--- config.mk ---
export PLATFORM = sky130hd
export DESIGN_NAME = bubl_ctrl_latch
export DESIGN_NICKNAME = d
export VERILOG_FILES = /design/src/rtl/bubl_pkg.sv /design/src/rtl/bubl_ctrl_latch.sv
export VERILOG_INCLUDE_DIRS = /design/src /design/src/rtl
export SDC_FILE = /design/constraint.sdc
export NUM_CORES = 1
export LEC_CHECK = 0
export ABC_AREA = 0
export BUFFER_PORTS_ARGS = -buffer_cell sky130_fd_sc_hd__buf_2
export CAP_MARGIN = 25
export CORE_AREA = 2 2 39 41
export DETAILED_ROUTE_END_ITERATION = 16
export DIE_AREA = 0 0 41 43
export SLEW_MARGIN = 20
export SYNTH_ARGS = -nofsm -noshare
export SYNTH_HDL_FRONTEND = slang
export SYNTH_SLANG_ARGS = --single-unit
--- constraint.sdc ---
create_clock -name clk24 -period 1.5 [get_ports clk24]
set_clock_uncertainty 0.05 [all_clocks]
set_input_delay 0.15 -clock clk24 [delete_from_list [all_inputs] [get_ports clk24]]
set_output_delay 0.15 -clock clk24 [all_outputs]
set_load 0.05 [all_outputs]
--- src/rtl/bubl_macros.svh ---
// Main bus constants
`ifndef BUBL_MACROS_SVH
`define BUBL_MACROS_SVH

////////////////////////////////////////////////////////////
// Address widths

// Work RAM, 8 KB
`define BUBL_WORK_AW 13

// Banked main ROM, 256 KB
`define BUBL_ROM_AW 18

// Address bus toward VRAM and palette
`define BUBL_VIDEO_AW 13

////////////////////////////////////////////////////////////
// Banking and read values

// Bank 0 sits right after the two fixed 16 KB pages
`define BUBL_BANK_BASE 2

// Unmapped reads float high
`define BUBL_OPEN_BUS 8'hff

`endif

--- src/rtl/bubl_pkg.sv ---
// Main bus types
`default_nettype none

`include "bubl_macros.svh"

package bubl_pkg;

    typedef logic [7:0] byte_t;                     // CPU data byte
    typedef logic [15:0] cpu_addr_t;                // Z80 address space

    // Memory addresses
    typedef logic [`BUBL_ROM_AW-1:0] rom_addr_t;
    typedef logic [`BUBL_WORK_AW-1:0] work_addr_t;

    typedef logic [2:0] bank_t;                     // 16 KB ROM page

    // Up, down, left, right and two buttons
    typedef logic [5:0] joy_t;

endpackage

`default_nettype wire

--- src/rtl/bubl_ctrl_latch.sv ---
// Board control latch
`timescale 1ns/10ps
`default_nettype none

module bubl_ctrl_latch (
    input  wire             clk24,
    input  wire             rst,
    input  wire             tokio,
    input  wire             misc_cs,
    input  wire             flip_cs,
    input  bubl_pkg::byte_t data,
    output bubl_pkg::bank_t bank,
    output logic            black_n,
    output logic            flip,
    output logic            sub_rstn
);

    logic flip_we;

    // Tokio moved flip to its own address
    assign flip_we = tokio ? flip_cs : misc_cs;

    ////////////////////////////////////////////////////////////
    // Misc register

    always_ff @(posedge clk24, posedge rst) begin
        if (rst) begin
            bank     <= '0;
            black_n  <= 1'b0;   // Screen blanked until the game is up
            sub_rstn <= 1'b0;
        end else if (misc_cs) begin
            if (tokio) begin
                bank     <= data[2:0];
                sub_rstn <= 1'b1;
            end else begin
                bank     <= data[2:0] ^ 3'b100;  // Top bank bit inverted on this PCB
                sub_rstn <= data[4];
            end
            black_n <= data[6];
        end
    end

    ////////////////////////////////////////////////////////////
    // Screen flip

    always_ff @(posedge clk24, posedge rst) begin
        if (rst) begin
            flip <= 1'b0;
        end else if (flip_we) begin
            flip <= data[7];
        end
    end

endmodule

`default_nettype wire

### Word level (Yosys, flattened, before mapping)

Index checks and enable logic that the tools add are counted.

| cells by class | value |
|---|---|
| multiplexer cells | 3 |
| bitwise logic cells | 1 |

Operators with widths:

| kind | number |
|---|---|
| 2-to-1 mux 3 bit | 1 |
| 2-to-1 mux 1 bit | 2 |
| NOT 1 bit | 1 |

| word-level totals | value |
|---|---|
| flip-flop bits (word level) | 6 |
| bits of input ports | 13 |
| output and inout port bits | 6 |
| logic and storage cells | 8 |

### Logic depth before layout (Yosys ltp)

| logic depth | value |
|---|---|
| depth in word-level cells | 2 |
| gate-level depth with buffers | 3 |

### Worst setup path after synthesis

OpenSTA, ideal clock, no wires.

| timing path | value |
|---|---|
| kind | register to register |
| start | reg flip (netlist name) |
| end | reg flip |
| setup time | 0.128 ns |
| data arrival time | 0.892 ns |
| required time | 1.322 ns |
| path slack | 0.430 ns |
| cell stages (with the launch flop) | 2 |
| buffers on the path | 0 |
| cell sequence | dfrtp_1 -> mux2_1 |

RTL lines:

| item | line | source |
|---|---|---|
| end signal, assigned | bubl_ctrl_latch.sv:50 | `flip <= data[7];` |
| end, declared | bubl_ctrl_latch.sv:14 | `output logic flip,` |

### Worst setup path in the final report

| timing path | value |
|---|---|
| start | reg black_n |
| end | out black_n |

RTL lines:

| item | line | source |
|---|---|---|
| start, declared | bubl_ctrl_latch.sv:13 | `output logic black_n,` |
| start signal, assigned | bubl_ctrl_latch.sv:39 | `black_n <= data[6];` |

No word-level cell between the ends.

==> metrics.txt <==
Overflow after GRT 0; max-cap violations 0; Area Growth Syn to Fin 51.8%; setup_tns 0 ns; worst setup margin 0.466 ns; fin nets 52; drt pass-1 iters 2; diodes inserted 0; most common cell after layout, fill and taps aside buf_2; FP Rows 14; Root Buffer clkbuf_4; RSZ-0062 raised after global routing false; part of the power in registers 0.409; Critical Path, Cell by Cell buf_2; Int Power 0.000310 W; status finished clean; CTS Buf Count 3; Seq/Total Area, Yosys 0.609; first-pass GRT wire length 690 um; DIE AREA 1760 um^2; kind of cell adding the most delay to the critical path flip-flops; DIE WIDTH 41 um; worst-path fanout max 2; met1 Track Usage GR 0.0855; Lkg Pwr 0.187 nW; most frequent cells in the layout 16 x buf_2, 6 x dfrtp_1, 4 x mux2_2, 3 x clkbuf_4, 2 x nor2_1; Largest stage delay, worst path 0.34 ns; Syn Nets 31; Clock Latency Late Sink 0.23 ns; DR vias/cell 3.85; GP Congestion 0.579; share of layout cells above drive strength 1 0.622; vias in the first global route 162; Overall Global Routing Usage 0.0647; Mapped Cells 18; clk sink count 6; num ports 19; Clock Pin Slew Worst Setup and Hold Paths 0.04 ns; final setup violation count 0; gr busiest metal met1; antenna violations before repair 0; fmax 967 MHz; drt wl/cell 9.34 um; core region area 1380 um^2; total routed wirelength 495 um; required time of the worst setup path 1.30 ns; Syn Area/Cell 13.7 um^2; crit end category output port; PortBufs 16; Worst slew margin 0.834; Die Ht 43 um; CTS tree yes; # DRC 0; Place WS 0.523 ns; Switching Fraction 0.322; Critical path buffers and inverters 1; Final Slew Violations 0; PwrDens 1220 nW/um^2; Yosys reg bits 6; CP Launch Type register; pin count of the biggest net entering global routing 8; Unique masters post-synth 9; yosys warns 0; initial DRC count 1; Worst path slowest cell dfrtp_1; clock power share 0.312; class of the worst hold path in -> reg; endpoints failing hold 0; # fillers 145; met2 GRT Util 0.0719; postcts setup bufs 0; Starting Density 0.178; WP data arrival 0.83 ns; synthesized cell area 246 um^2; post-route ant nets 0; switching power total 0.000147 W; CTS max path bufs 2; combinational fraction of design power 0.278; Period minus WS final 1.03 ns; CTS HTree Levels 1; worst slew pin tran 0.250 ns; met3 usage 0.0314; Period Utilization, post-route 0.690; VDD IR max 0.382 mV; kind of critical path reg -> out; via count 204
-- stage by stage --
step | hold slack (ns) | std cells | utilization | total power (W) | cell area, um^2
floorplan | -0.109 | 18 | - | 0.000281 | 246
detailed placement | 0.0395 | 49 | 0.247 | 0.000317 | 342
CTS | 0.0769 | 53 | 0.270 | 0.000470 | 374
global route | 0.0662 | 53 | 0.270 | 0.000492 | 374
global placement | 0.0264 | 49 | 0.247 | 0.000315 | 342
finish | 0.0832 | 53 | 0.270 | 0.000457 | 374
-- power by group through the flow --
stage               clock network (W)   logic, W  registers, W
floorplan                           0  0.0000268      0.000254
global placement                    0   0.000125      0.000190
detailed placement                  0   0.000127      0.000190
CTS                          0.000153   0.000129      0.000188
global route                 0.000169   0.000135      0.000189
finish                       0.000143   0.000127      0.000187
-- sequential cells by signal, summed over array words and instances (netlist names) --
| signal | flops |
|---|---|
| bank | 3 |
| black_n | 1 |
| flip | 1 |
| sub_rstn | 1 |
-- cells by family after synthesis --
| kind of cell | after synthesis | share of synthesized area |
|---|---|---|
| DFF | 6 | 0.609 |
| AOI/OAI and AO/OA | 1 | 0.0203 |
| xor gates and xnor gates | 1 | 0.0355 |
| muxes | 6 | 0.269 |
| buffers and inverters | 2 | 0.0355 |
| and+or+nand+nor | 2 | 0.0305 |
-- synth_stat cells --
master / count / area (um^2)
a21oi_1: 1 / 5.00
dfrtp_1: 6 / 150
inv_1: 1 / 3.75
nor2_1: 2 / 7.51
mux2_1: 1 / 11.3
mux2_2: 4 / 45.0
buf_2: 1 / 5.00
xnor2_1: 1 / 8.76
mux2i_1: 1 / 10.0
-- metal layers --
layer	part of all wire	routed length [um]	up-vias
li1	-	-	102
met1	0.45	225	85
met2	0.37	184	17
met3	0.17	86	0
met4	0	0	0
met5	0	0	-
-- worst paths after layout --
check	from	end	slack, ns	depth (start not counted)
worst max-delay path	black_n$_DFFE_PP0P_	black_n	0.47	1
worst min-delay path	data[7]	flip$_DFFE_PP0P_	0.08	2
worst max register to register	flip$_DFFE_PP0P_	flip$_DFFE_PP0P_	0.68	1
worst min register to register	flip$_DFFE_PP0P_	flip$_DFFE_PP0P_	0.43	1
max in group asynchronous	rst	bank[0]$_DFFE_PP0P_	0.89	3
min in group asynchronous	rst	flip$_DFFE_PP0P_	0.32	3
-- timing repair --
item,in CTS,in global routing
gates resized for setup,0,0
hold buffers,1,0
endpoints found under the hold margin,6,0
-- layout make-up --
| type | instances | area (um^2) | area share |
|---|---|---|---|
| clock buffer | 3 | 22.5 | 0.0602 |
| multi-input combinational | 10 | 87.6 | 0.234 |
| inverter | 1 | 3.75 | 0.0100 |
| timing repair buffer | 17 | 90.1 | 0.241 |
| tap | 16 | 20.0 | 0.0535 |
| sequential | 6 | 150 | 0.401 |
(Power assumes the default switching activity.)
