**src/rtl/bubl_macros.svh**
```systemverilog
// Main bus constants
`ifndef BUBL_MACROS_SVH
`define BUBL_MACROS_SVH

////////////////////////////////////////////////////////////
// Address widths

// Work RAM, 8 KB
`define BUBL_WORK_AW 13

// Banked main ROM, 256 KB
`define BUBL_ROM_AW 18

// Address bus toward VRAM and palette
`define BUBL_VIDEO_AW 13

////////////////////////////////////////////////////////////
// Banking and read values

// Bank 0 sits right after the two fixed 16 KB pages
`define BUBL_BANK_BASE 2

// Unmapped reads float high
`define BUBL_OPEN_BUS 8'hff

`endif

```
**src/rtl/bubl_pkg.sv**
```systemverilog
// Main bus types
`default_nettype none

`include "bubl_macros.svh"

package bubl_pkg;

    typedef logic [7:0] byte_t;                     // CPU data byte
    typedef logic [15:0] cpu_addr_t;                // Z80 address space

    // Memory addresses
    typedef logic [`BUBL_ROM_AW-1:0] rom_addr_t;
    typedef logic [`BUBL_WORK_AW-1:0] work_addr_t;

    typedef logic [2:0] bank_t;                     // 16 KB ROM page

    // Up, down, left, right and two buttons
    typedef logic [5:0] joy_t;

endpackage

`default_nettype wire

```
**src/rtl/bubl_cabinet_port.sv**
```systemverilog
// Tokio cabinet inputs
`timescale 1ns/10ps
`default_nettype none

`include "bubl_macros.svh"

module bubl_cabinet_port (
    input  wire             clk24,
    input  wire [2:0]       sel,
    input  bubl_pkg::byte_t dipsw_a,
    input  bubl_pkg::byte_t dipsw_b,
    input  wire [1:0]       coin_input,
    input  wire [1:0]       start_button,
    input  bubl_pkg::joy_t  joystick1,
    input  bubl_pkg::joy_t  joystick2,
    output bubl_pkg::byte_t cab_dout
);

    // Player byte as wired on the board
    function automatic bubl_pkg::byte_t player_byte(input logic start, input bubl_pkg::joy_t joy);
        player_byte = {1'b1, start, joy[4], joy[5], joy[3:2], joy[0], joy[1]};
    endfunction

    always_ff @(posedge clk24) begin
        case (sel)
            3'd3: cab_dout <= dipsw_a;
            3'd4: cab_dout <= dipsw_b;
            3'd5: cab_dout <= {2'b11, 2'b11, coin_input, 2'b11};   // Bits 5:4 unused here
            3'd6: cab_dout <= player_byte(start_button[0], joystick1);
            3'd7: cab_dout <= player_byte(start_button[1], joystick2);
            default: cab_dout <= `BUBL_OPEN_BUS;
        endcase
    end

endmodule

`default_nettype wire

```
**config.mk**
```make
export PLATFORM = sky130hd
export DESIGN_NAME = bubl_cabinet_port
export DESIGN_NICKNAME = d
export VERILOG_FILES = /design/src/rtl/bubl_pkg.sv /design/src/rtl/bubl_cabinet_port.sv
export VERILOG_INCLUDE_DIRS = /design/src /design/src/rtl
export SDC_FILE = /design/constraint.sdc
export NUM_CORES = 1
export LEC_CHECK = 0
export ABC_AREA = 1
export BUFFER_PORTS_ARGS = -buffer_cell sky130_fd_sc_hd__buf_2
export CORE_MARGIN = 8
export CORE_UTILIZATION = 39
export DETAILED_ROUTE_END_ITERATION = 8
export MAX_ROUTING_LAYER = met4
export PLACE_DENSITY_LB_ADDON = 0.25
export SYNTH_ARGS = -nofsm -noshare
export SYNTH_HDL_FRONTEND = slang
export SYNTH_SLANG_ARGS = --single-unit
```
**constraint.sdc**
```tcl
create_clock -name clk24 -period 1.23 [get_ports clk24]
set_input_delay 0.369 -clock clk24 [delete_from_list [all_inputs] [get_ports clk24]]
set_output_delay 0.369 -clock clk24 [all_outputs]
set_load 0.01 [all_outputs]
```
======== Word-level counts from Yosys, hierarchy flattened ========
Index checks and enable logic that the tools add are counted.
storage, ports and cells
  word-level logic and storage cells ...... 7
  register bits after elaboration ......... 8
  input bits .............................. 36
operators by class
  equality and inequality tests ........... 5
  mux-type cells .......................... 1
operators with widths
  kind                number
  $pmux 8 s5          1
  $eq 3x3->1 const B  4
  $eq 3x2->1 const B  1

======== Depth between registers and ports, before layout ========
Gate-level depths: netlist (run 1).
  depth in word-level cells ............... 2
  gate-level depth with buffers ........... 6
  depth with buffers taken out ............ 5

======== Worst setup path after synthesis (run 1) ========
No wires, ideal clock.
  path kind ............................... input to register
  start ................................... in sel[2]
  end ..................................... reg cab_dout[5]
  path buffers ............................ 2
  path slack .............................. 0.215 ns
  arrival time ............................ 0.900 ns
  stages .................................. 6
  data required time ...................... 1.115 ns
  path through ............................ clkbuf_8 > buf_4 > nand4_1 > nand2_1 > nor2_1 > nand2_1
between the ends
  word-level cells in the longest chain between the ends .. 2
  elaborated cells between the ends (all ways) .. 6
  those cells by class .................... eq/ne: 5; mux: 1
RTL lines
  item                                      line                     RTL
  start: declaration                        bubl_cabinet_port.sv:9   input wire [2:0] sel,
  $eq 3x3->1 or $eq 3x2->1 (tied branches)  bubl_cabinet_port.sv:25  case (sel)
  $pmux 8 s5 *                              bubl_cabinet_port.sv:25
  end signal: assignment                    bubl_cabinet_port.sv:26  3'd3: cab_dout <= dipsw_a;
  end signal: assignment                    bubl_cabinet_port.sv:27  3'd4: cab_dout <= dipsw_b;
  end signal: assignment                    bubl_cabinet_port.sv:28  3'd5: cab_dout <= {2'b11, 2'b11, coin_input, 2'b11};
  end: declaration                          bubl_cabinet_port.sv:16  output bubl_pkg::byte_t cab_dout
Mark *: on every way between the ends. The rest lies on a longest branch, timed or not.

======== Final worst setup path (run 1) ========
  start ................................... reg cab_dout[3]
  end ..................................... out cab_dout[3]
No word-level cell between the ends.

==> flow_metrics.py, run 1 <==
metrics = {
    "pwr": {
        "p_leak_nw": 0.499,
        "powerDensity_nw_per_um2": 855,
        "p_total_w": 0.000722,
        "peakVddDrop_mv": 0.364,
    },
    "sta": {
        "maxSlewHeadroom_pct": 78.4,
        "hold_violations": 0,
        "grt_setup_unrepaired": "no",
        "finalCritPeriodShare_pct": 85.4,
        "finalSetupViolCount": 0,
        "post-route-min-period_ns": 1.05,
        "worst_slew_pin_slew_ns": 0.324,
        "setup_tns_ns": 0,
        "hold-worst-slack_ns": 0.316,
        "slew_violations": 0,
        "fmax_ghz": 0.952,
    },
    "cts": {
        "post_cts_buffers": 0,
        "cts.sinks": 8,
        "clockBufferDepth": 2,
        "numCtsBuffers": 3,
        "cts.clk_slew.worst_paths_ns": 0.06,
        "h-tree-depth": 1,
        "cts_hold_buf": 0,
        "postCtsResizedCells": 0,
        "cts_root_buffer": "clkbuf_4",
        "cts_tree": "done",
    },
    "route": {
        "drtIter0Drc": 16,
        "ant_nets": 0,
        "vias": 755,
        "viasPerCell": 4.81,
        "wl_per_cell_um": 11.7,
        "routed_wl_um": 1830,
        "drcViolationCount": 0,
        "firstDrtPassIters": 4,
    },
    "layout": {
        "area_growth_pct": 40.6,
        "final_nets": 179,
        "drive_above_1_share_pct": 42.6,
        "postLayoutCellArea_um2": 845,
        "final_cell_mix": "buf_2, nand2_1, nor2_1",
        "reg_top3": "cab_dout (8)",
        "antenna_cells": 0,
        "final_common_cell": "buf_2",
        "largest_reg_flops": 8,
        "top_register": "cab_dout",
    },
    "critical_path": {
        "crit_buf_inv": 1,
        "crit_arrival_ns": 0.68,
        "crit_chain": "buf_2",
        "endpoint_kind": "primary output",
        "crit_required_ns": 0.86,
        "start_kind": "flop",
        "worstSetupPathType": "reg -> out",
        "path_max_fanout": 1,
        "cp_slowest_cell": "dfxtp_1",
        "max_stage_delay_ns": 0.31,
        "critical-path-top-delay-family": "flip-flops",
    },
    "synth": {
        "synth_top_area_share_pct": 26.7,
        "yosys.cell_types.count": 18,
        "yosysWarnings": 0,
        "synth_area_um2": 601,
        "yosys-top-cells-area": "dfxtp_1, nand2_1, nand4_1",
        "syn_area_per_cell_um2": 6.32,
        "syn_inst": 95,
        "yosys.area.top_type": "dfxtp_1",
        "synth-seq-cells": 8,
        "syn_nets": 131,
        "ys_seq_area_share_pct": 26.7,
    },
    "placed_design": {
        "place_hpwl_um": 1560,
        "gp_congestion": 0.798,
        "placed_area_um2": 822,
        "io_buffers": 43,
    },
    "die": {
        "die_w_um": 55.2,
        "die_area_um2": 3050,
        "num_rows": 14,
        "start_util_pct": 40.8,
        "design.core.area_um2": 1470,
        "die_h_um": 55.2,
        "pin_count": 44,
    },
    "grt": {
        "grt_pass1_wl_um": 3220,
        "grt_overflow": 0,
        "antenna_found_initial": 0,
        "grt_pass1_vias": 758,
        "grt_max_degree": 11,
        "track_usage_pct": 12.5,
    },
    "worst_hold_path": {
        "hp-class": "in -> reg",
    },
    "run_status": {
        "status": "finished, final reports clean",
    },
    "job": {
        "cap_violations": 0,
    },
}
-- layout make-up --
type,instances,area [um2]
Fill cell,158,627
Inverter,13,48.8
Timing Repair Buffer,47,245
Tap cell,16,20.0
Clock buffer,3,22.5
Multi-Input combinational cell,70,348
Sequential cell,8,160
-- layer usage --
metal | wire (um) | share of wire [%] | GRT usage, %
met5 | 0 | 0 | -
met4 | 20 | 1.1 | 7.04
met3 | 120 | 6.5 | 3.42
met2 | 898 | 49 | 20.2
met1 | 795 | 43 | 13.5
-- synth_stat cells --
cell type,instances
clkbuf_8,1
inv_2,2
clkinv_1,1
nor2_1,17
a21oi_1,4
nand3_2,2
nand2_2,2
nor2_4,1
nor3_1,1
nand3_1,7
inv_1,10
nand2_4,2
nand4_1,11
nor2_2,1
buf_4,1
buf_6,2
nand2_1,22
dfxtp_1,8
-- logic make-up after synthesis --
| family | after synthesis | synth area share [%] |
|---|---|---|
| AO/OA/AOI/OAI | 4 | 3.33 |
| buffers and inverters | 17 | 15.4 |
| AND/OR/NAND/NOR | 66 | 54.6 |
| flip-flops | 8 | 26.7 |
-- worst paths after layout --
check	start	to	slack [ns]	cells past startpoint
max	cab_dout[3]	cab_dout[3]	0.18	1
min	dipsw_a[5]	cab_dout[5]	0.32	3
-- through the flow --
stage               setup WS, ns  instances  utilization (%)
floorplan                  0.215         95                -
global route               0.133        157             57.4
finish                     0.180        157             57.4
CTS                        0.166        157             57.4
detailed placement        0.0468        154             55.9
global placement          0.0708        154             55.9
-- power by group --
| group | switching, W | internal (W) | total [W] | leakage (nW) |
|---|---|---|---|---|
| combinational | 0.000122 | 0.000102 | 0.000224 | 0.418 |
| sequential | 0.00000502 | 0.000288 | 0.000293 | 0.0674 |
| clock | 0.0000934 | 0.000112 | 0.000205 | 0.0138 |
Power figures use the tool's default switching activity.
==> run 2, diff against run 1 <==
CELL_PAD_IN_SITES_DETAIL_PLACEMENT = 1   (was unset)
CELL_PAD_IN_SITES_GLOBAL_PLACEMENT = 1   (was unset)
CORE_UTILIZATION = 24   (was 39)
==> run 2 against run 1 <==
Largest cell class unchanged. Sequential power hardly changed. Die area grew 43%. Via count grew 3.0%. Final cell count increased by 9.6%. Sequential cell count stayed put.
==> flow_metrics.py, run 2 (synthesis results as in run 1) <==
metrics = {
    "run_status": {
        "status": "finished, final reports clean",
    },
    "critical_path": {
        "crit_buf_inv": 1,
        "start_kind": "flop",
        "critical-path-top-delay-family": "flip-flops",
        "endpoint_kind": "primary output",
        "worstSetupPathType": "reg -> out",
        "crit_required_ns": 0.86,
        "crit_arrival_ns": 0.70,
        "max_stage_delay_ns": 0.31,
        "cp_slowest_cell": "dfxtp_1",
        "crit_chain": "buf_2",
        "path_max_fanout": 1,
    },
    "layout": {
        "final_cell_mix": "buf_2, nand2_1, nor2_1",
        "multi_input_area_um2": 348,
        "final_common_cell": "buf_2",
        "drive_above_1_share_pct": 43.0,
        "fin_util_pct": 35.8,
        "area_growth_pct": 44.8,
        "reg_top3": "cab_dout (8)",
        "final_nets": 180,
        "top_register": "cab_dout",
        "nFillCells": 345,
        "antenna_cells": 0,
        "regArea_um2": 160,
        "largest_reg_flops": 8,
    },
    "cts": {
        "h-tree-depth": 1,
        "postCtsResizedCells": 0,
        "clockBufferDepth": 2,
        "cts_hold_buf": 0,
        "cts.clk_slew.worst_paths_ns": 0.06,
        "numCtsBuffers": 3,
        "cts.sinks": 8,
        "post_cts_buffers": 0,
        "cts_root_buffer": "clkbuf_4",
        "cts_tree": "done",
    },
    "route": {
        "vias": 778,
        "viasPerCell": 4.52,
        "ant_nets": 0,
        "wl_per_cell_um": 12.7,
        "drcViolationCount": 0,
        "firstDrtPassIters": 4,
        "drtIter0Drc": 5,
        "routed_wl_um": 2190,
    },
    "die": {
        "pin_count": 44,
        "die_area_um2": 4360,
        "design.core.area_um2": 2430,
        "die_h_um": 66.0,
        "die_w_um": 66.0,
        "start_util_pct": 24.7,
        "num_rows": 18,
    },
    "sta": {
        "grt_setup_unrepaired": "no",
        "worst_slew_pin_slew_ns": 0.355,
        "maxSlewHeadroom_pct": 76.3,
        "post-route-min-period_ns": 1.07,
        "setup_ws_ns": 0.162,
        "slew_violations": 0,
        "fmax_ghz": 0.937,
        "finalSetupViolCount": 0,
        "hold_violations": 0,
        "setup_tns_ns": 0,
        "finalCritPeriodShare_pct": 86.8,
    },
    "pwr": {
        "p_leak_nw": 0.504,
        "powerDensity_nw_per_um2": 852,
        "peakVddDrop_mv": 0.384,
    },
    "placed_design": {
        "dpl_worst_slack_ns": 0.0136,
        "io_buffers": 43,
        "place_hpwl_um": 1890,
        "gp_congestion": 0.784,
    },
    "grt": {
        "track_usage_pct": 11.3,
        "antenna_found_initial": 0,
        "grt_overflow": 0,
        "grt_max_degree": 12,
        "grt_pass1_vias": 885,
        "grt_pass1_wl_um": 3770,
    },
    "job": {
        "cap_violations": 0,
    },
    "worst_hold_path": {
        "hp-class": "in -> reg",
    },
}
run 2: final cells by class:
class / instances / share of cell area, %
well taps: 30 / 4.32
repair buffers: 48 / 29.1
flip-flops and latches: 8 / 18.4
clock buffers: 3 / 2.59
multi-input cells: 70 / 40.0
inverters: 13 / 5.61
run 2: worst paths after layout:
check                    from           to  slack, ns  depth (start not counted)
setup / recovery  cab_dout[3]  cab_dout[3]       0.16                          1
hold / removal     dipsw_a[5]  cab_dout[5]       0.31                          3
run 2: routing by layer:
metal  share of wire, %  global-route usage (%)  vias to the layer above
li1                   -                       -                      400
met1                 43                    12.3                      350
met2                 49                    18.8                       24
met3                5.6                    2.20                        4
met4                1.9                    6.40                        0
met5                  0                       -                        -
run 2: power breakdown:
part / switching (W) / internal, W
sequential: 0.00000572 / 0.000288
combinational: 0.000127 / 0.000104
clock: 0.000103 / 0.000113
total: 0.000236 / 0.000504
run 2: per-stage QoR:
step / total power, W / hold WS, ns / instance area, um2 / std cells
4_1_cts: 0.000755 / 0.308 / 870 / 172
3_5_place_dp: 0.000535 / 0.580 / 847 / 169
2_1_floorplan: 0.000423 / 0.485 / 601 / 95
6_report: 0.000741 / 0.310 / 870 / 172
5_1_grt: 0.000792 / 0.327 / 870 / 172
3_3_place_gp: 0.000529 / 0.576 / 847 / 169
