File: src/rtl/bubl_macros.svh
// Main bus constants
`ifndef BUBL_MACROS_SVH
`define BUBL_MACROS_SVH

////////////////////////////////////////////////////////////
// Address widths

// Work RAM, 8 KB
`define BUBL_WORK_AW 13

// Banked main ROM, 256 KB
`define BUBL_ROM_AW 18

// Address bus toward VRAM and palette
`define BUBL_VIDEO_AW 13

////////////////////////////////////////////////////////////
// Banking and read values

// Bank 0 sits right after the two fixed 16 KB pages
`define BUBL_BANK_BASE 2

// Unmapped reads float high
`define BUBL_OPEN_BUS 8'hff

`endif

File: src/rtl/bubl_pkg.sv
// Main bus types
`default_nettype none

`include "bubl_macros.svh"

package bubl_pkg;

    typedef logic [7:0] byte_t;                     // CPU data byte
    typedef logic [15:0] cpu_addr_t;                // Z80 address space

    // Memory addresses
    typedef logic [`BUBL_ROM_AW-1:0] rom_addr_t;
    typedef logic [`BUBL_WORK_AW-1:0] work_addr_t;

    typedef logic [2:0] bank_t;                     // 16 KB ROM page

    // Up, down, left, right and two buttons
    typedef logic [5:0] joy_t;

endpackage

`default_nettype wire

File: src/rtl/bubl_addr_decode.sv
// Main CPU memory map decoder
`timescale 1ns/10ps
`default_nettype none

module bubl_addr_decode (
    input  wire                tokio,
    input  bubl_pkg::cpu_addr_t addr,
    input  wire                mreq_n,
    input  wire                wr_n,
    output logic               rom_cs,
    output logic               vram_cs,
    output logic               pal_cs,
    output logic               work_cs,
    output logic               sound_cs,
    output logic               cab_cs,
    output logic               misc_cs,
    output logic               flip_cs,
    output logic               nmi_cs
);

    logic       mem;   // Memory cycle in progress
    logic       wr;
    logic [7:0] page;  // Upper address byte

    assign mem  = ~mreq_n;
    assign wr   = ~wr_n;
    assign page = addr[15:8];

    ////////////////////////////////////////////////////////////
    // Regions shared by both games

    always_comb begin
        rom_cs  = mem && addr[15:14] != 2'b11;                      // 0000-BFFF
        vram_cs = mem && addr[15:13] == 3'b110;                     // C000-DFFF
        work_cs = mem && addr[15:13] == 3'b111 && addr[12:11] != 2'b11;
        pal_cs  = mem && addr[15:9] == 7'b1111_100;                 // F800-F9FF
    end

    ////////////////////////////////////////////////////////////
    // I/O page, game dependent

    always_comb begin
        sound_cs = 1'b0;
        cab_cs   = 1'b0;
        misc_cs  = 1'b0;
        flip_cs  = 1'b0;
        nmi_cs   = 1'b0;
        if (tokio) begin
            sound_cs = mem && page == 8'hfc && !addr[7];
            cab_cs   = mem && page == 8'hfa && !addr[7] && !wr;
            misc_cs  = mem && page == 8'hfa && addr[7] && wr;
            flip_cs  = mem && page == 8'hfb && !addr[7] && wr;
            nmi_cs   = mem && page == 8'hfb && addr[7] && wr;
        end else begin
            // Inputs go through the MCU here, so no cabinet port
            sound_cs = mem && page == 8'hfa && !addr[7];
            misc_cs  = mem && page == 8'hfb && addr[7:6] == 2'b01 && wr;
            nmi_cs   = mem && page == 8'hfb && addr[7:6] == 2'b00 && wr;
        end
    end

endmodule

`default_nettype wire

File: config.mk
export PLATFORM = sky130hd
export DESIGN_NAME = bubl_addr_decode
export DESIGN_NICKNAME = d
export VERILOG_FILES = /design/src/rtl/bubl_pkg.sv /design/src/rtl/bubl_addr_decode.sv
export VERILOG_INCLUDE_DIRS = /design/src /design/src/rtl
export SDC_FILE = /design/constraint.sdc
export NUM_CORES = 1
export LEC_CHECK = 0
export BUFFER_PORTS_ARGS = -buffer_cell sky130_fd_sc_hd__clkbuf_2
export CAP_MARGIN = 40
export CORE_AREA = 2 2 39 41
export DETAILED_ROUTE_END_ITERATION = 7
export DIE_AREA = 0 0 41 43
export MAX_ROUTING_LAYER = met4
export PLACE_DENSITY = 0.53
export SYNTH_ARGS = -nofsm -noshare
export SYNTH_HDL_FRONTEND = slang
export SYNTH_SLANG_ARGS = --single-unit
export TNS_END_PERCENT = 20
File: constraint.sdc
create_clock -name vclk -period 4.7
set_clock_uncertainty 0.1 [all_clocks]
set_input_delay 1.41 -clock vclk [all_inputs]
set_output_delay 1.41 -clock vclk [all_outputs]
set_load 0.02 [all_outputs]
# After elaboration in Yosys (flattened, before gate mapping)
# Index checks and enable logic that the tools add are counted.
# Widths: inputs -> output; s select.
# op_classes
eq_ne	9
n_mux	5
n_bitwise	2
reduce_logical	23
# ops
cell	count
$eq 8x8->1 const B	3
$logic_and 1x1->1	21
$eq 7x7->1 const B	1
$eq 3x3->1 const B	2
$mux 1	5
$ne 2x2->1 const B	2
$eq 2x1->1 const B	1
$logic_not 2->1	1
$not 1->1	2
$logic_not 1->1	1
# word_totals
register_bits	0
input_bits	19
out_inout_bits	9
wordCells	39

# Depth between registers and ports, before layout
# Gate-level depths: netlist of the first run.
# depth
word_depth	5
ltp_mapped	3
ltp_nobuf	3

# Least setup slack after synthesis of the first run
# No wires, ideal clock.
# synth_timing
kind	input to output
start	input port mreq_n
end	output port flip_cs
arrival_ns	2.532
required_ns	3.190
path_slack_ns	0.658
cell_stages	3
n_path_buf	0
cell_sequence	and4b_2 -> nand4_4 -> nor4_1
# synth_via
elab_chain_len	5
# synth_rtl
element	line	rtl
start: declaration	bubl_addr_decode.sv:8	input wire mreq_n,
$not 1->1	bubl_addr_decode.sv:25	assign mem = ~mreq_n;
$logic_and 1x1->1 (3 in series)	bubl_addr_decode.sv:52	flip_cs = mem && page == 8'hfb && !addr[7] && wr;
$mux 1	bubl_addr_decode.sv:48	if (tokio) begin
end: declaration	bubl_addr_decode.sv:17	output logic flip_cs,
# No other way between the ends.

# Final worst setup path of the first run
# layout_timing
start	input port mreq_n
end	output port nmi_cs
# layout_via
elab_chain_len	5
word_cells_on_any_way	7
classes_between	mux: 1; bitwise: 1; reduce/logical: 5
# layout_rtl
element	line	rtl
$not 1->1 (*)	bubl_addr_decode.sv:25	
$logic_and 1x1->1 (*)	bubl_addr_decode.sv:53, bubl_addr_decode.sv:58	
$logic_and 1x1->1, on equally long branches (2 in series)	bubl_addr_decode.sv:58, bubl_addr_decode.sv:53	
$mux 1 (*)	bubl_addr_decode.sv:48	
end: declaration	bubl_addr_decode.sv:18	output logic nmi_cs
# Mark *: on every way between the ends. The rest lies on a longest branch, timed or not.

==> reports/qor.yml, run 1 <==
critPathTopFamily: "simple AND/OR/NAND/NOR gates"
via_per_inst: 4.25
wl_per_cell_um: 8.20
met3_usage_pct: 0
met1_usage_pct: 9.49
num_rows: 14
clock.fmax_mhz: 255
crit_required_ns: 3.19
synth-xor-area-share_pct: 0
drc_errors: 0
power_w: 0.0000169
setup_slack_ns: 0.780
gp_congestion: 0.611
synth_adder_area_share_pct: 0
die-width_um: 41
maxCapViolCount: 0
postSynthAreaPerCell_um2: 7.51
worst-setup-path-type: "input port to output port"
setup_tns_ns: 0
busiest_layer: "met2"
tightestPinTransition_ns: 0.256
switchingPower_w: 0.00000909
io_buffers: 22
slew_headroom_pct: 82.9
grt_pass1_vias: 207
power.internal_w: 0.00000778
die_h_um: 43
gr-total-overflow: 0
syn_area_um2: 165
use_met2_pct: 9.69
slew_viol_final: 0
start_util_pct: 11.9
grt_pass1_wl_um: 828
finalWirelength_um: 492
area_delta_synth_final_pct: 78.8
grt_start_max_net_pins: 8
rsz0062_at_grt: "false"
synth-compound-area-share_pct: 19.7
power_density_nw_per_um2: 57.1
p_seq_share_pct: 0
sw_frac_of_total_pct: 53.9
outcome: "completed"
ys_types: 16
nClkBuffers: 0
pin_count: 28
worst_setup_path_end_kind: "output port"
setup_viol: 0
synth_top_family_by_area: "simple AND/OR/NAND/NOR gates"
nFillCells: 159
cts_hold_buf: 0
postRouteAntennaNets: 0
crit_chain: "clkbuf_2 > and4b_2 > nand4_4 > nor4_1 > clkbuf_2"
critPathLaunchType: "input port"
drtPass1Iterations: 1
diodes: 0
first_iter_violations: 0
synthMuxAreaShare_pct: 0
worst_path_max_delay_cell: "and4b_2"
synth_cells: 22
crit_path_frequent_cell: "clkbuf_2"
slowest_delay_ns: 0.32
via_count: 255
p_leak_nw: 0.142
clock_power_share_pct: 0
comb_power_share_pct: 100.0
dpl_worst_slack_ns: 0.764
period_share_pct: 83.4
synth-simple-area-share_pct: 75.8
layout-drive-gt1-share_pct: 59.1
cts_setup_buffers: 0
timing.critical_path.buf_inv: 2
ys_seq_area_share_pct: 0
dieArea_um2: 1760
path_max_fanout: 4
fin_crit_ns: 3.92
ctsResizeCount: 0
ir_drop_mv: 0.0156
syn_nets: 41
final_nets: 65
antenna_found_initial: 0
final_util_pct: 21.3
worstPathArrival_ns: 2.41
hold_class: "input port to output port"
grt_usage_pct: 6.24
finalHoldViolations: 0
seq_cells: 0
core_um2: 1380
seq_area_um2: 0
yosys_warnings: 0
area by class of cell:
cell class                 count  area [um2]  share of cell area (%)
multi-input combinational     20         158                    53.4
inverter                       2        7.51                    2.54
tap                           16        20.0                    6.78
timing repair buffer          22         110                    37.3
per-stage QoR:
step / area (um2) / std cells / hold WS (ns)
2_1_floorplan: 165 / 22 / 2.77
3_3_place_gp: 295 / 60 / 2.99
3_5_place_dp: 295 / 60 / 2.99
4_1_cts: 295 / 60 / 2.99
5_1_grt: 295 / 60 / 3.01
6_report: 295 / 60 / 2.99
synthesized netlist by cell type (all sizes together):
library cell | number | area [um2]
nor4 | 3 | 18.8
a21boi | 1 | 7.51
a31oi | 1 | 6.26
and4b | 1 | 11.3
nor4bb | 1 | 10.0
nand3 | 1 | 5.00
a21oi | 2 | 10.0
nand4 | 1 | 21.3
and4bb | 1 | 12.5
inv | 2 | 7.51
nor4b | 1 | 15.0
nand2 | 1 | 3.75
a2bb2oi | 1 | 8.76
nor3 | 3 | 15.0
nand2b | 1 | 6.26
nor2b | 1 | 6.26
power by group through the flow:
stage | Clock [W] | Sequential, W | Combinational (W)
after global routing | 0 | 0 | 0.0000188
after detailed placement | 0 | 0 | 0.0000171
final | 0 | 0 | 0.0000169
after floorplan | 0 | 0 | 0.00000685
after CTS | 0 | 0 | 0.0000171
after global placement | 0 | 0 | 0.0000168
per-layer routing:
layer / wire (um) / vias up / part of all wire (%)
met3: 59 / 0 / 12
li1: - / 136 / -
met2: 218 / 14 / 44
met4: 0 / 0 / 0
met1: 215 / 105 / 44
met5: 0 / - / 0
tightest hold or removal path: cells and delay by family:
kind	cells	cell delay, ns
buf+inv	2	0.23
compound gates	1	0.04
placed cells by master, fill, tap and decap left out:
| cell type | netlist | routed |
|---|---|---|
| nand2b_1 | 1 | 1 |
| nand2_1 | 1 | 1 |
| a21oi_1 | 2 | 2 |
| nand3_1 | 1 | 1 |
| and4b_2 | 1 | 1 |
| nor4_1 | 3 | 3 |
| clkbuf_2 | 0 | 22 |
| a2bb2oi_1 | 1 | 1 |
| a21boi_0 | 1 | 1 |
| nor4b_2 | 1 | 1 |
| nor2b_1 | 1 | 1 |
| a31oi_1 | 1 | 1 |
| and4bb_2 | 1 | 1 |
| nor3_1 | 3 | 3 |
| nand4_4 | 1 | 1 |
| nor4bb_1 | 1 | 1 |
| inv_1 | 2 | 2 |
worst paths after layout:
| path | startpoint | to | slack (ns) | cells past startpoint |
|---|---|---|---|---|
| setup / recovery | mreq_n | nmi_cs | 0.78 | 5 |
| hold / removal | mreq_n | rom_cs | 2.99 | 3 |
kinds of logic (layout without fill, tap and decap cells):
family	Yosys count	count (layout)
AO/OA/AOI/OAI	5	5
buffers and inverters	2	24
AND/OR/NAND/NOR	15	15
No activity file was read; power rests on OpenSTA's default activity.
==> run 2: changes to the inputs <==
Settings changed: PLACE_DENSITY 0.53 to 0.54.
Clock period 4.7 ns to 3.5 ns, I/O delays scaled along.
==> reports/qor.yml, run 2 (same netlist as run 1, synthesis figures left out) <==
detailed_place_hpwl_um: 473
worstPathArrival_ns: 2.07
first_iter_violations: 0
wirelength_met1_um: 213
clock.fmax_mhz: 310
slowest_delay_ns: 0.32
diodes: 0
worst_hold_slack_ns: 2.27
start_util_pct: 11.9
wl_per_cell_um: 8.22
power_w: 0.0000224
num_rows: 14
drc_errors: 0
dpl_worst_slack_ns: 0.273
layout-drive-gt1-share_pct: 59.1
antenna_found_initial: 0
dieArea_um2: 1760
rsz0062_at_grt: "false"
grt_start_max_net_pins: 8
gp_congestion: 0.657
slew_viol_final: 0
grt_pass1_vias: 199
timing.critical_path.buf_inv: 2
clock_power_share_pct: 0
hold_start: "mreq_n"
critPathTopFamily: "simple AND/OR/NAND/NOR gates"
path_max_fanout: 4
routed.top_layer: "met3"
comb_power_share_pct: 100.0
met3_length_um: 55
ir_drop_mv: 0.0204
via_per_inst: 4.30
power_density_nw_per_um2: 75.9
layout_common_cells: "clkbuf_2, nor3_1, nor4_1, inv_1, a21oi_1"
seq_area_um2: 0
setup_tns_ns: 0
sw_frac_of_total_pct: 53.4
wl_met2_um: 224
setup_slack_ns: 0.276
drtPass1Iterations: 1
crit_required_ns: 2.35
period_share_pct: 92.1
switchingPower_w: 0.0000120
setup_viol: 0
startpoint: "mreq_n"
maxCapViolCount: 0
cts_setup_buffers: 0
die-width_um: 41
io_buffers: 22
seq_cells: 0
grt_pass1_wl_um: 772
finalWirelength_um: 493
hold_class: "input port to output port"
worst-path-stages: 5
multiInputGateArea_um2: 158
nClkBuffers: 0
die_h_um: 43
fin_crit_ns: 3.22
power.internal_w: 0.0000104
worst_setup_path_end_kind: "output port"
p_leak_nw: 0.142
ctsResizeCount: 0
pin_count: 28
core_um2: 1380
worst-setup-path-type: "input port to output port"
placed_area_um2: 295
postRouteAntennaNets: 0
grt_usage_pct: 5.94
slew_headroom_pct: 82.3
via_count: 258
final_area_um2: 295
critPathLaunchType: "input port"
worst_path_max_delay_cell: "and4b_2"
finalHoldViolations: 0
p_seq_share_pct: 0
tightestPinTransition_ns: 0.266
crit_path_frequent_cell: "clkbuf_2"
mostFrequentLayoutCell: "clkbuf_2"
crit_chain: "clkbuf_2 > and4b_2 > nand4_4 > nor4_1 > clkbuf_2"
nFillCells: 161
final_nets: 65
holdPathStages: 3
outcome: "completed"
gr-total-overflow: 0
cts_hold_buf: 0
area_delta_synth_final_pct: 78.8
[run 2: cell counts in the layout (fill, tap and decap cells not counted)]
Identical to the previous run, type by type.
[run 2: metal layers]
layer / vias up / global-route usage (%)
li1: 136 / -
met1: 108 / 8.23
met2: 14 / 10.0
met3: 0 / 0
met4: 0 / 0
met5: - / -
[run 2: worst paths after layout]
| kind | slack, ns | to |
|---|---|---|
| worst max-delay path | 0.28 | flip_cs |
| worst min-delay path | 2.27 | rom_cs |
[run 2: layout make-up]
class | count | share of cell area (%)
Timing Repair Buffer | 22 | 37.3
Inverter | 2 | 2.54
Tap cell | 16 | 6.78
Multi-Input combinational cell | 20 | 53.4
[run 2: metrics by stage]
step | utilization, % | cells
2_1_floorplan | - | 22
3_3_place_gp | 21.3 | 60
3_5_place_dp | 21.3 | 60
4_1_cts | 21.3 | 60
5_1_grt | 21.3 | 60
6_report | 21.3 | 60
[run 2: power groups by stage]
stage	clock network, W	registers [W]	logic (W)
2_1_floorplan	0	0	0.00000919
3_3_place_gp	0	0	0.0000225
3_5_place_dp	0	0	0.0000227
4_1_cts	0	0	0.0000227
5_1_grt	0	0	0.0000251
6_report	0	0	0.0000224
