## src/rtl/bubl_macros.svh

```systemverilog
// Main bus constants
`ifndef BUBL_MACROS_SVH
`define BUBL_MACROS_SVH

////////////////////////////////////////////////////////////
// Address widths

// Work RAM, 8 KB
`define BUBL_WORK_AW 13

// Banked main ROM, 256 KB
`define BUBL_ROM_AW 18

// Address bus toward VRAM and palette
`define BUBL_VIDEO_AW 13

////////////////////////////////////////////////////////////
// Banking and read values

// Bank 0 sits right after the two fixed 16 KB pages
`define BUBL_BANK_BASE 2

// Unmapped reads float high
`define BUBL_OPEN_BUS 8'hff

`endif

```

## src/rtl/bubl_pkg.sv

```systemverilog
// Main bus types
`default_nettype none

`include "bubl_macros.svh"

package bubl_pkg;

    typedef logic [7:0] byte_t;                     // CPU data byte
    typedef logic [15:0] cpu_addr_t;                // Z80 address space

    // Memory addresses
    typedef logic [`BUBL_ROM_AW-1:0] rom_addr_t;
    typedef logic [`BUBL_WORK_AW-1:0] work_addr_t;

    typedef logic [2:0] bank_t;                     // 16 KB ROM page

    // Up, down, left, right and two buttons
    typedef logic [5:0] joy_t;

endpackage

`default_nettype wire

```

## src/rtl/bubl_sound_comm.sv

```systemverilog
// Sound CPU mailbox
`timescale 1ns/10ps
`default_nettype none

module bubl_sound_comm (
    input  wire             clk24,
    input  wire             rst,
    input  wire             sound_cs,
    input  wire             wr_n,
    input  wire             rd_n,
    input  wire [1:0]       offset,
    input  bubl_pkg::byte_t data,
    input  wire             main_stb,
    output bubl_pkg::byte_t snd_latch,
    output logic            snd_stb,
    output logic            snd_rstn,
    output logic            main_flag
);

    logic cmd_wr;    // Command byte write
    logic rst_wr;    // Sound reset write
    logic flag_rd;
    logic last_stb;

    assign cmd_wr  = sound_cs && !wr_n && offset == 2'd0;
    assign rst_wr  = sound_cs && !wr_n && offset == 2'd3;
    assign flag_rd = sound_cs && !rd_n;

    ////////////////////////////////////////////////////////////
    // Main to sound direction

    always_ff @(posedge clk24, posedge rst) begin
        if (rst) begin
            snd_latch <= '0;
            snd_stb   <= 1'b0;
            snd_rstn  <= 1'b1;      // Sound CPU runs from power up
        end else begin
            snd_stb <= cmd_wr;      // One pulse per write cycle
            if (cmd_wr) begin
                snd_latch <= data;
            end
            if (rst_wr) begin
                snd_rstn <= ~data[0];
            end
        end
    end

    ////////////////////////////////////////////////////////////
    // Sound to main flag

    always_ff @(posedge clk24, posedge rst) begin
        if (rst) begin
            last_stb  <= 1'b0;
            main_flag <= 1'b0;
        end else begin
            last_stb <= main_stb;
            if (flag_rd) begin
                main_flag <= 1'b0;  // Read wins over a new edge
            end else if (main_stb && !last_stb) begin
                main_flag <= 1'b1;
            end
        end
    end

endmodule

`default_nettype wire

```

## config.mk

```make
export PLATFORM = sky130hd
export DESIGN_NAME = bubl_sound_comm
export DESIGN_NICKNAME = d
export VERILOG_FILES = /design/src/rtl/bubl_pkg.sv /design/src/rtl/bubl_sound_comm.sv
export VERILOG_INCLUDE_DIRS = /design/src /design/src/rtl
export SDC_FILE = /design/constraint.sdc
export NUM_CORES = 1
export LEC_CHECK = 0
export BUFFER_PORTS_ARGS = -buffer_cell sky130_fd_sc_hd__buf_2
export CORE_AREA = 5 5 42 44
export CTS_BUF_LIST = sky130_fd_sc_hd__clkbuf_4
export CTS_CLUSTER_SIZE = 10
export DETAILED_ROUTE_END_ITERATION = 8
export DIE_AREA = 0 0 47 49
export PLACE_DENSITY = 0.75
export SYNTH_ARGS = -nofsm -noshare
export SYNTH_HDL_FRONTEND = slang
export SYNTH_SLANG_ARGS = --single-unit
```

## constraint.sdc

```tcl
create_clock -name clk24 -period 0.8 [get_ports clk24]
set_input_delay 0.08 -clock clk24 [delete_from_list [all_inputs] [get_ports clk24]]
set_output_delay 0.08 -clock clk24 [all_outputs]
set_load 0.01 [all_outputs]
```

After elaboration in Yosys (flattened, before gate mapping)
Cells that the tools add are included.
Word-level totals
  flip-flop bits (word level): 12
  output and inout port bits: 11
  word-level logic and storage cells: 19
Cells by class
  eq/ne operators: 1
  mux-type cells: 2
  bitwise logic cells: 1
  reductions and logical operators: 10
Operator list (number)
  logical AND 1 bit: 5
  logical NOT 1 bit: 3
  equality test 2 bit (second input constant): 1
  logical NOT 2 bit: 1
  2-to-1 mux 1 bit: 2
  nonzero test 2 bit: 1
  inverter 1 bit: 1

Depth between registers and ports, before layout
Gate-level depths: netlist of the first run.
  depth in word-level cells: 4
  mapped depth: 2
  gate-level depth less buffers: 2

Worst setup path before layout of the first run
No wires, ideal clock.
  path type: input to register
  start point: input wr_n
  end point: register snd_latch[0]
  arrival: 930 ps
  required time: 675 ps
  setup slack: -255 ps
  stages: 2
  path buffers: 0
  cell sequence: nor4b_4 > mux2_2
On the way
  word-level cells in the longest chain between the ends: 3
Ends and longest elaborated chain
  start, declared: line bubl_sound_comm.sv:9  | input wire wr_n,
  logical NOT 1 bit: line bubl_sound_comm.sv:25  | assign cmd_wr = sound_cs && !wr_n && offset == 2'd0;
  logical AND 1 bit (2 in a row): line bubl_sound_comm.sv:25
  end signal, assigned: line bubl_sound_comm.sv:40  | snd_latch <= data;
  end, declared: line bubl_sound_comm.sv:14  | output bubl_pkg::byte_t snd_latch,
No other way between the ends.
A chain may end at the register's enable or synchronous reset.

Worst setup path after layout of the first run
  start point: register snd_rstn
  end point: output snd_rstn
RTL lines
  start, declared: line bubl_sound_comm.sv:16  | output logic snd_rstn,
  start signal, assigned: line bubl_sound_comm.sv:43  | snd_rstn <= ~data[0];
No word-level cell between the ends.

==> flow_summary.ini, run 1 <==
[grt]
grt_pass1_vias = 418
grt_start_max_net_pins = 13
grt.total_usage_pct = 11.7
grt_pass1_wl_um = 1850
grt_antenna_before_repair = 0
grt.overflow.total = 0

[timing]
maximum_achievable_frequency_ghz = 1.01
rsz0062_at_grt = true
worst-slew-pin-transition_ns = 0.461
final.setup.worst_slack_ns = -0.191
finalSetupViolations = 19
slew_violations = 0
hold_viol = 0
final.setup_skew_ns = 0.0000845
finalHoldWorstSlack_ns = 0.0385
finalWorstPathRequiredPeriod_ns = 0.991
slew_headroom_pct = 69.2
period_share_pct = 124

[drt]
drtIter0Drc = 0
drt_wl_total_um = 1160
routedWlPerCell_um = 14.4
ant_nets = 0
num_vias = 370
via_count_normalized_by_instance_count = 4.57
residual_drc_count = 0
drt_first_pass_iters = 1

[place]
place_worst_setup_slack_ns = -0.334
portBuffers = 26
gp_congestion = 0.705

[clocking]
cts-root-buf = sky130_fd_sc_hd__clkbuf_4
htreeDepth = 1
tritoncts = built
numCtsBuffers = 3
clk_pin_slew_ns = 0.07
clock_tree.buffer_depth = 2
clock_sinks = 12
clk-insertion-delay-late_ns = 0.27

[outcome]
failing_checks = setup timing
run_status = finished with violations

[logic_synthesis]
mappedNetlistArea_um2 = 460
synth.yosys.seq_area_share_pct = 65.5
yosysWarnings = 0
synthDistinctLibCells = 9
synth-seq-cells = 12
average_cell_area_after_synthesis_um2 = 16.4
syn_nets = 44
syn-instance-count = 28

[finish]
post_route_cells_drive_above_1_share_pct = 66.2
nNetsFinal = 82
antenna_cells_inserted = 0
synthToLayoutAreaGrowth_pct = 67.7

[floorplan]
rows = 14
design.die.area_mm2 = 0.00230
io_count = 27
core-area_mm2 = 0.00140
initial_utilization_pct = 32.9
die_w_um = 47
die_h_um = 49

[power_and_ir_drop]
seqPwrFrac_pct = 48.2
power_density_mw_per_mm2 = 2140
cellLeakagePower_uw = 0.000408
report.power.total_uw = 1650
logic_gate_share_of_total_power_pct = 29.0
ir_drop_mv = 1.48
part_of_the_total_power_dissipated_in_the_clock_network_pct = 22.8
power_internal_uw = 1210
net-switching-power_uw = 437
switching_share_pct = 26.5

[worst_setup_path]
critical_path_peak_fanout = 2
rrSetupSlack_ns = 0.02
crit_path_cells = buf_6
timing.critical_path.max_delay_family = flip-flops
slowest_stage_cell_cp = sky130_fd_sc_hd__dfstp_2
end_kind = primary output
worstPathRequired_ns = 0.72
crit_arrival_ns = 0.91
cp_bufs_invs = 1
critical-path-max-stage-delay_ns = 0.54
setup.worst_path.class = reg -> out
startpoint_type = flip-flop

[job]
max_cap_viol_count = 0

[hold_path]
min_delay_path_class = in -> reg
## cells by family after synthesis
logic type      share of synthesized area, %
simple gates                            8.42
mux                                     21.7
compound gates                          1.90
flops                                   65.5
buf+inv                                 2.45
## routing by layer
| metal | share of wire (%) | vias up | wire length [um] | GRT usage (%) |
|---|---|---|---|---|
| met3 | 15 | 2 | 170 | 6.27 |
| met1 | 42 | 168 | 494 | 15.7 |
| met4 | 1.8 | 0 | 21 | 5.53 |
| met2 | 41 | 29 | 477 | 14.9 |
| met5 | 0 | - | 0 | 0 |
| li1 | - | 171 | - | - |
## power by group through the flow
stage	Combinational (uW)	Sequential, uW	Clock, uW
floorplan	117	840	0
global placement	346	793	0
detailed placement	353	789	0
CTS	445	787	391
global route	510	812	422
finish	478	794	377
## repair_timing
action	in CTS	in global routing
pin swaps	1	0
setup buffers	1	0
hold endpoints to repair	13	0
gates cloned	1	0
resized for setup	14	4
setup endpoints to repair	19	20
hold buffers	3	0
## sequential cells by signal, summed over array words and instances, names as in the netlist
name and count:
snd_latch 8, last_stb 1, snd_stb 1, snd_rstn 1
main_flag 1
## worst paths after layout
check	start	endpoint	cells after the start
setup / recovery	snd_rstn	snd_rstn	1
hold reg to reg	snd_rstn	snd_rstn	2
setup reg to reg	snd_latch[1]	snd_latch[1]	1
min in group asynchronous	rst	snd_stb	3
max in group asynchronous	rst	snd_rstn	3
hold / removal	data[4]	snd_latch[4]	2
## cells in the mapped netlist (all sizes together)
| cell type | n | share of area (%) |
|---|---|---|
| a2bb2oi | 1 | 1.9 |
| dfrtp | 11 | 60 |
| dfstp | 1 | 5.7 |
| inv | 3 | 2.4 |
| mux2 | 8 | 20 |
| mux2i | 1 | 2.2 |
| nand4b | 1 | 1.9 |
| nor2b | 1 | 1.4 |
| nor4b | 1 | 5.2 |
## through the flow
step           utilization (%)  TNS [ns]  cells  instance area, um2
2_1_floorplan                -     -2.04     28                 460
3_3_place_gp              44.6     -2.57     72                 626
3_5_place_dp              44.6     -2.63     72                 626
4_1_cts                   53.5     -1.27     81                 749
5_1_grt                   55.1     -1.82     81                 772
6_report                  55.1     -1.05     81                 772
## cell usage in the layout (no fill, tap or decap)
cell / n
sky130_fd_sc_hd__a2bb2oi_1: 1
sky130_fd_sc_hd__buf_6: 6
sky130_fd_sc_hd__buf_4: 3
sky130_fd_sc_hd__dlygate4sd3_1: 3
sky130_fd_sc_hd__mux2_4: 8
sky130_fd_sc_hd__buf_8: 1
sky130_fd_sc_hd__nor2b_1: 1
sky130_fd_sc_hd__clkbuf_4: 3
sky130_fd_sc_hd__mux2i_1: 1
sky130_fd_sc_hd__inv_1: 3
sky130_fd_sc_hd__buf_2: 20
sky130_fd_sc_hd__dfstp_2: 1
sky130_fd_sc_hd__nand4b_1: 1
sky130_fd_sc_hd__clkinv_1: 1
sky130_fd_sc_hd__nor4b_4: 1
sky130_fd_sc_hd__dfrtp_1: 11
## final cells by class
cell class,count,area [um2]
clock buffer,3,22.5
clock inverter,1,3.75
fill,121,629
inverter,3,11.3
multi-input combinational,13,178
sequential,12,302
tap,16,20.0
timing repair buffer,33,235
Note: power is estimated with default switching activity, not from simulation.
==> inputs of run 2 (changes only) <==
--- a/config.mk
+++ b/config.mk
@@ -6,13 +6,14 @@
 export SDC_FILE = /design/constraint.sdc
 export NUM_CORES = 1
 export LEC_CHECK = 0
+export ABC_AREA = 1
 export BUFFER_PORTS_ARGS = -buffer_cell sky130_fd_sc_hd__buf_2
 export CORE_AREA = 5 5 42 44
 export CTS_BUF_LIST = sky130_fd_sc_hd__clkbuf_4
 export CTS_CLUSTER_SIZE = 10
 export DETAILED_ROUTE_END_ITERATION = 8
 export DIE_AREA = 0 0 47 49
-export PLACE_DENSITY = 0.75
+export PLACE_DENSITY = 0.8
 export SYNTH_ARGS = -nofsm -noshare
 export SYNTH_HDL_FRONTEND = slang
 export SYNTH_SLANG_ARGS = --single-unit
==> flow_summary.ini, run 2 <==
[logic_synthesis]
share_of_yosys_cell_area_claimed_by_the_top_area_cell_type_pct = 53.7
yosysWarnings = 0
average_cell_area_after_synthesis_um2 = 9.50
synthFlopType = sky130_fd_sc_hd__dfrtp_1
synth.most_common_cell = sky130_fd_sc_hd__nand2_1
synth_top_cells_by_count = 19 x sky130_fd_sc_hd__nand2_1, 11 x sky130_fd_sc_hd__dfrtp_1, 9 x sky130_fd_sc_hd__nand3_1, 4 x sky130_fd_sc_hd__inv_1, 2 x sky130_fd_sc_hd__nor2_1
synth.largest_area_cell = sky130_fd_sc_hd__dfrtp_1
synth.yosys.seq_area_share_pct = 58.8
synth-seq-cells = 12
asyncSetResetFlopFracSynth_pct = 100
mappedNetlistArea_um2 = 513
syn-instance-count = 54
synth_edf_count = 0
syn_nets = 70
synth_area_leaders = sky130_fd_sc_hd__dfrtp_1 54%, sky130_fd_sc_hd__nand2_1 14%, sky130_fd_sc_hd__nand3_1 8.8%
synthDistinctLibCells = 14

[finish]
most_frequent_standard_cell_in_the_layout_excluding_fill_and_tap_cells = sky130_fd_sc_hd__buf_2
multiInputGateArea_um2 = 180
post_route_cells_drive_above_1_share_pct = 48.9
nNetsFinal = 109
fillerInstances = 151
synthToLayoutAreaGrowth_pct = 49.5
largest_register_ffs = 8
post_layout_nonfiller_instances = 108
mostFrequentLayoutCells = 25 x sky130_fd_sc_hd__buf_2, 18 x sky130_fd_sc_hd__nand2_1, 11 x sky130_fd_sc_hd__dfrtp_1
register_area_um2 = 302
register_with_the_highest_flop_count = snd_latch
antenna_cells_inserted = 0
fin_util_pct = 54.7

[timing]
finalWorstPathRequiredPeriod_ns = 0.993
slew_violations = 0
period_share_pct = 124
finalSetupViolations = 12
final.setup.worst_slack_ns = -0.193
rsz0062_at_grt = true
final.setup_skew_ns = 0.0000286
maximum_achievable_frequency_ghz = 1.01
slew_headroom_pct = 81.9
hold_viol = 0
worst-slew-pin-transition_ns = 0.270

[place]
gp_congestion = 0.745
placed_cells = 97
place_hpwl_um = 906
portBuffers = 26

[hold_path]
min-delay-start = data[4]
min_delay_path_class = in -> reg
min_delay_worst_endpoint = snd_latch[4]
worst_hold_path.num_cells = 3

[worst_setup_path]
rrSetupSlack_ns = -0.01
r2r-end = snd_latch[7]
setup.worst_path.class = reg -> out
crit_path_cells = buf_6
slowest_stage_cell_cp = sky130_fd_sc_hd__dfstp_2
cp_bufs_invs = 1
startpoint_type = flip-flop
critical_path_peak_fanout = 2
worst_r2r_path_depth = 4
worstPathRequired_ns = 0.72
critical-path-max-stage-delay_ns = 0.55
reg2reg_start = snd_latch[7]
timing.critical_path.max_delay_family = flip-flops
crit_arrival_ns = 0.91
end_kind = primary output

[clocking]
cts-root-buf = sky130_fd_sc_hd__clkbuf_4
clock_tree.buffer_depth = 2
htreeDepth = 1
clk-insertion-delay-late_ns = 0.26
tritoncts = built
clk_pin_slew_ns = 0.07
numCtsBuffers = 3
clock_sinks = 12

[grt]
grt_pass1_vias = 473
grt_antenna_before_repair = 0
grt_pass1_wl_um = 1900
grt_start_max_net_pins = 13
grt.total_usage_pct = 11.6
grt.overflow.total = 0

[drt]
drt_wl_total_um = 1190
num_vias = 477
ant_nets = 0
drt_first_pass_iters = 2
routedWlPerCell_um = 11.0
drtIter0Drc = 3
residual_drc_count = 0
via_count_normalized_by_instance_count = 4.42

[floorplan]
die_h_um = 49
io_count = 27
core-area_mm2 = 0.00140
die_w_um = 47
rows = 14
design.die.area_mm2 = 0.00230
initial_utilization_pct = 36.6

[power_and_ir_drop]
power_density_mw_per_mm2 = 2080
ir_drop_mv = 1.11
cellLeakagePower_uw = 0.000458

[outcome]
run_status = finished with violations
failing_checks = setup timing

[job]
max_cap_viol_count = 0
[run 2: cell count changes after synthesis, moves of 2 or more]
cell,delta
sky130_fd_sc_hd__nor2_1,+2
sky130_fd_sc_hd__mux2_2,-8
sky130_fd_sc_hd__nand3_1,+9
sky130_fd_sc_hd__nand2_1,+19
[run 2: metrics by stage]
stage                     setup WS, ns  power [uW]  cell area, um2  setup TNS, ns  hold WS [ns]
after CTS                       -0.199        1580             746         -0.954        0.0314
after global routing            -0.226        1700             767          -1.28        0.0319
final                           -0.193        1590             767         -0.840        0.0408
after detailed placement      -0.00121        1100             667       -0.00121         0.113
after global placement          0.0251        1090             667              0        0.0942
after floorplan                  0.113         929             513              0       -0.0560
[run 2: cells by family (layout without fill, tap and decap cells)]
kind of cell | after synthesis | in the layout | synth area share (%)
simple gates | 34 | 34 | 33.7
flops | 12 | 12 | 58.8
buf+inv | 7 | 45 | 6.58
compound gates | 1 | 1 | 0.975
[run 2: worst max-delay path by stage]
stage / start / endpoint / slack [ns] / depth (start not counted)
after floorplan: snd_rstn / snd_rstn / 0.11 / 2
after global placement: wr_n / snd_latch[4] / 0.03 / 5
after detailed placement: wr_n / snd_latch[5] / -0.001 / 5
after CTS: snd_rstn / snd_rstn / -0.20 / 1
after global routing: snd_rstn / snd_rstn / -0.23 / 1
final: snd_rstn / snd_rstn / -0.19 / 1
[run 2: what timing repair did]
action	CTS	global route
hold buffers	2	0
hold endpoints to repair	12	0
setup endpoints to repair	11	23
setup buffers	3	2
gates resized for setup	1	2
cloned	0	0
[run 2: layout make-up]
class | instances | share of cell area [%]
Clock buffer | 4 | 3.92
Multi-Input combinational cell | 35 | 23.5
Inverter | 6 | 3.43
Tap cell | 16 | 2.61
Sequential cell | 12 | 39.3
Timing Repair Buffer | 35 | 27.2
[run 2: metal layers]
layer  wire length, um  vias up  GRT usage (%)
li1                  -      243              -
met1               507      211           14.5
met2               533       21           16.3
met3               129        2           4.43
met4                22        0           6.91
met5                 0        -              0
[run 2: power breakdown]
| group | leakage (uW) | switching, uW | internal [uW] |
|---|---|---|---|
| combinational | 0.000291 | 203 | 216 |
| clock | 0.0000184 | 185 | 227 |
| sequential | 0.000149 | 52.5 | 708 |
| total | 0.000458 | 441 | 1150 |
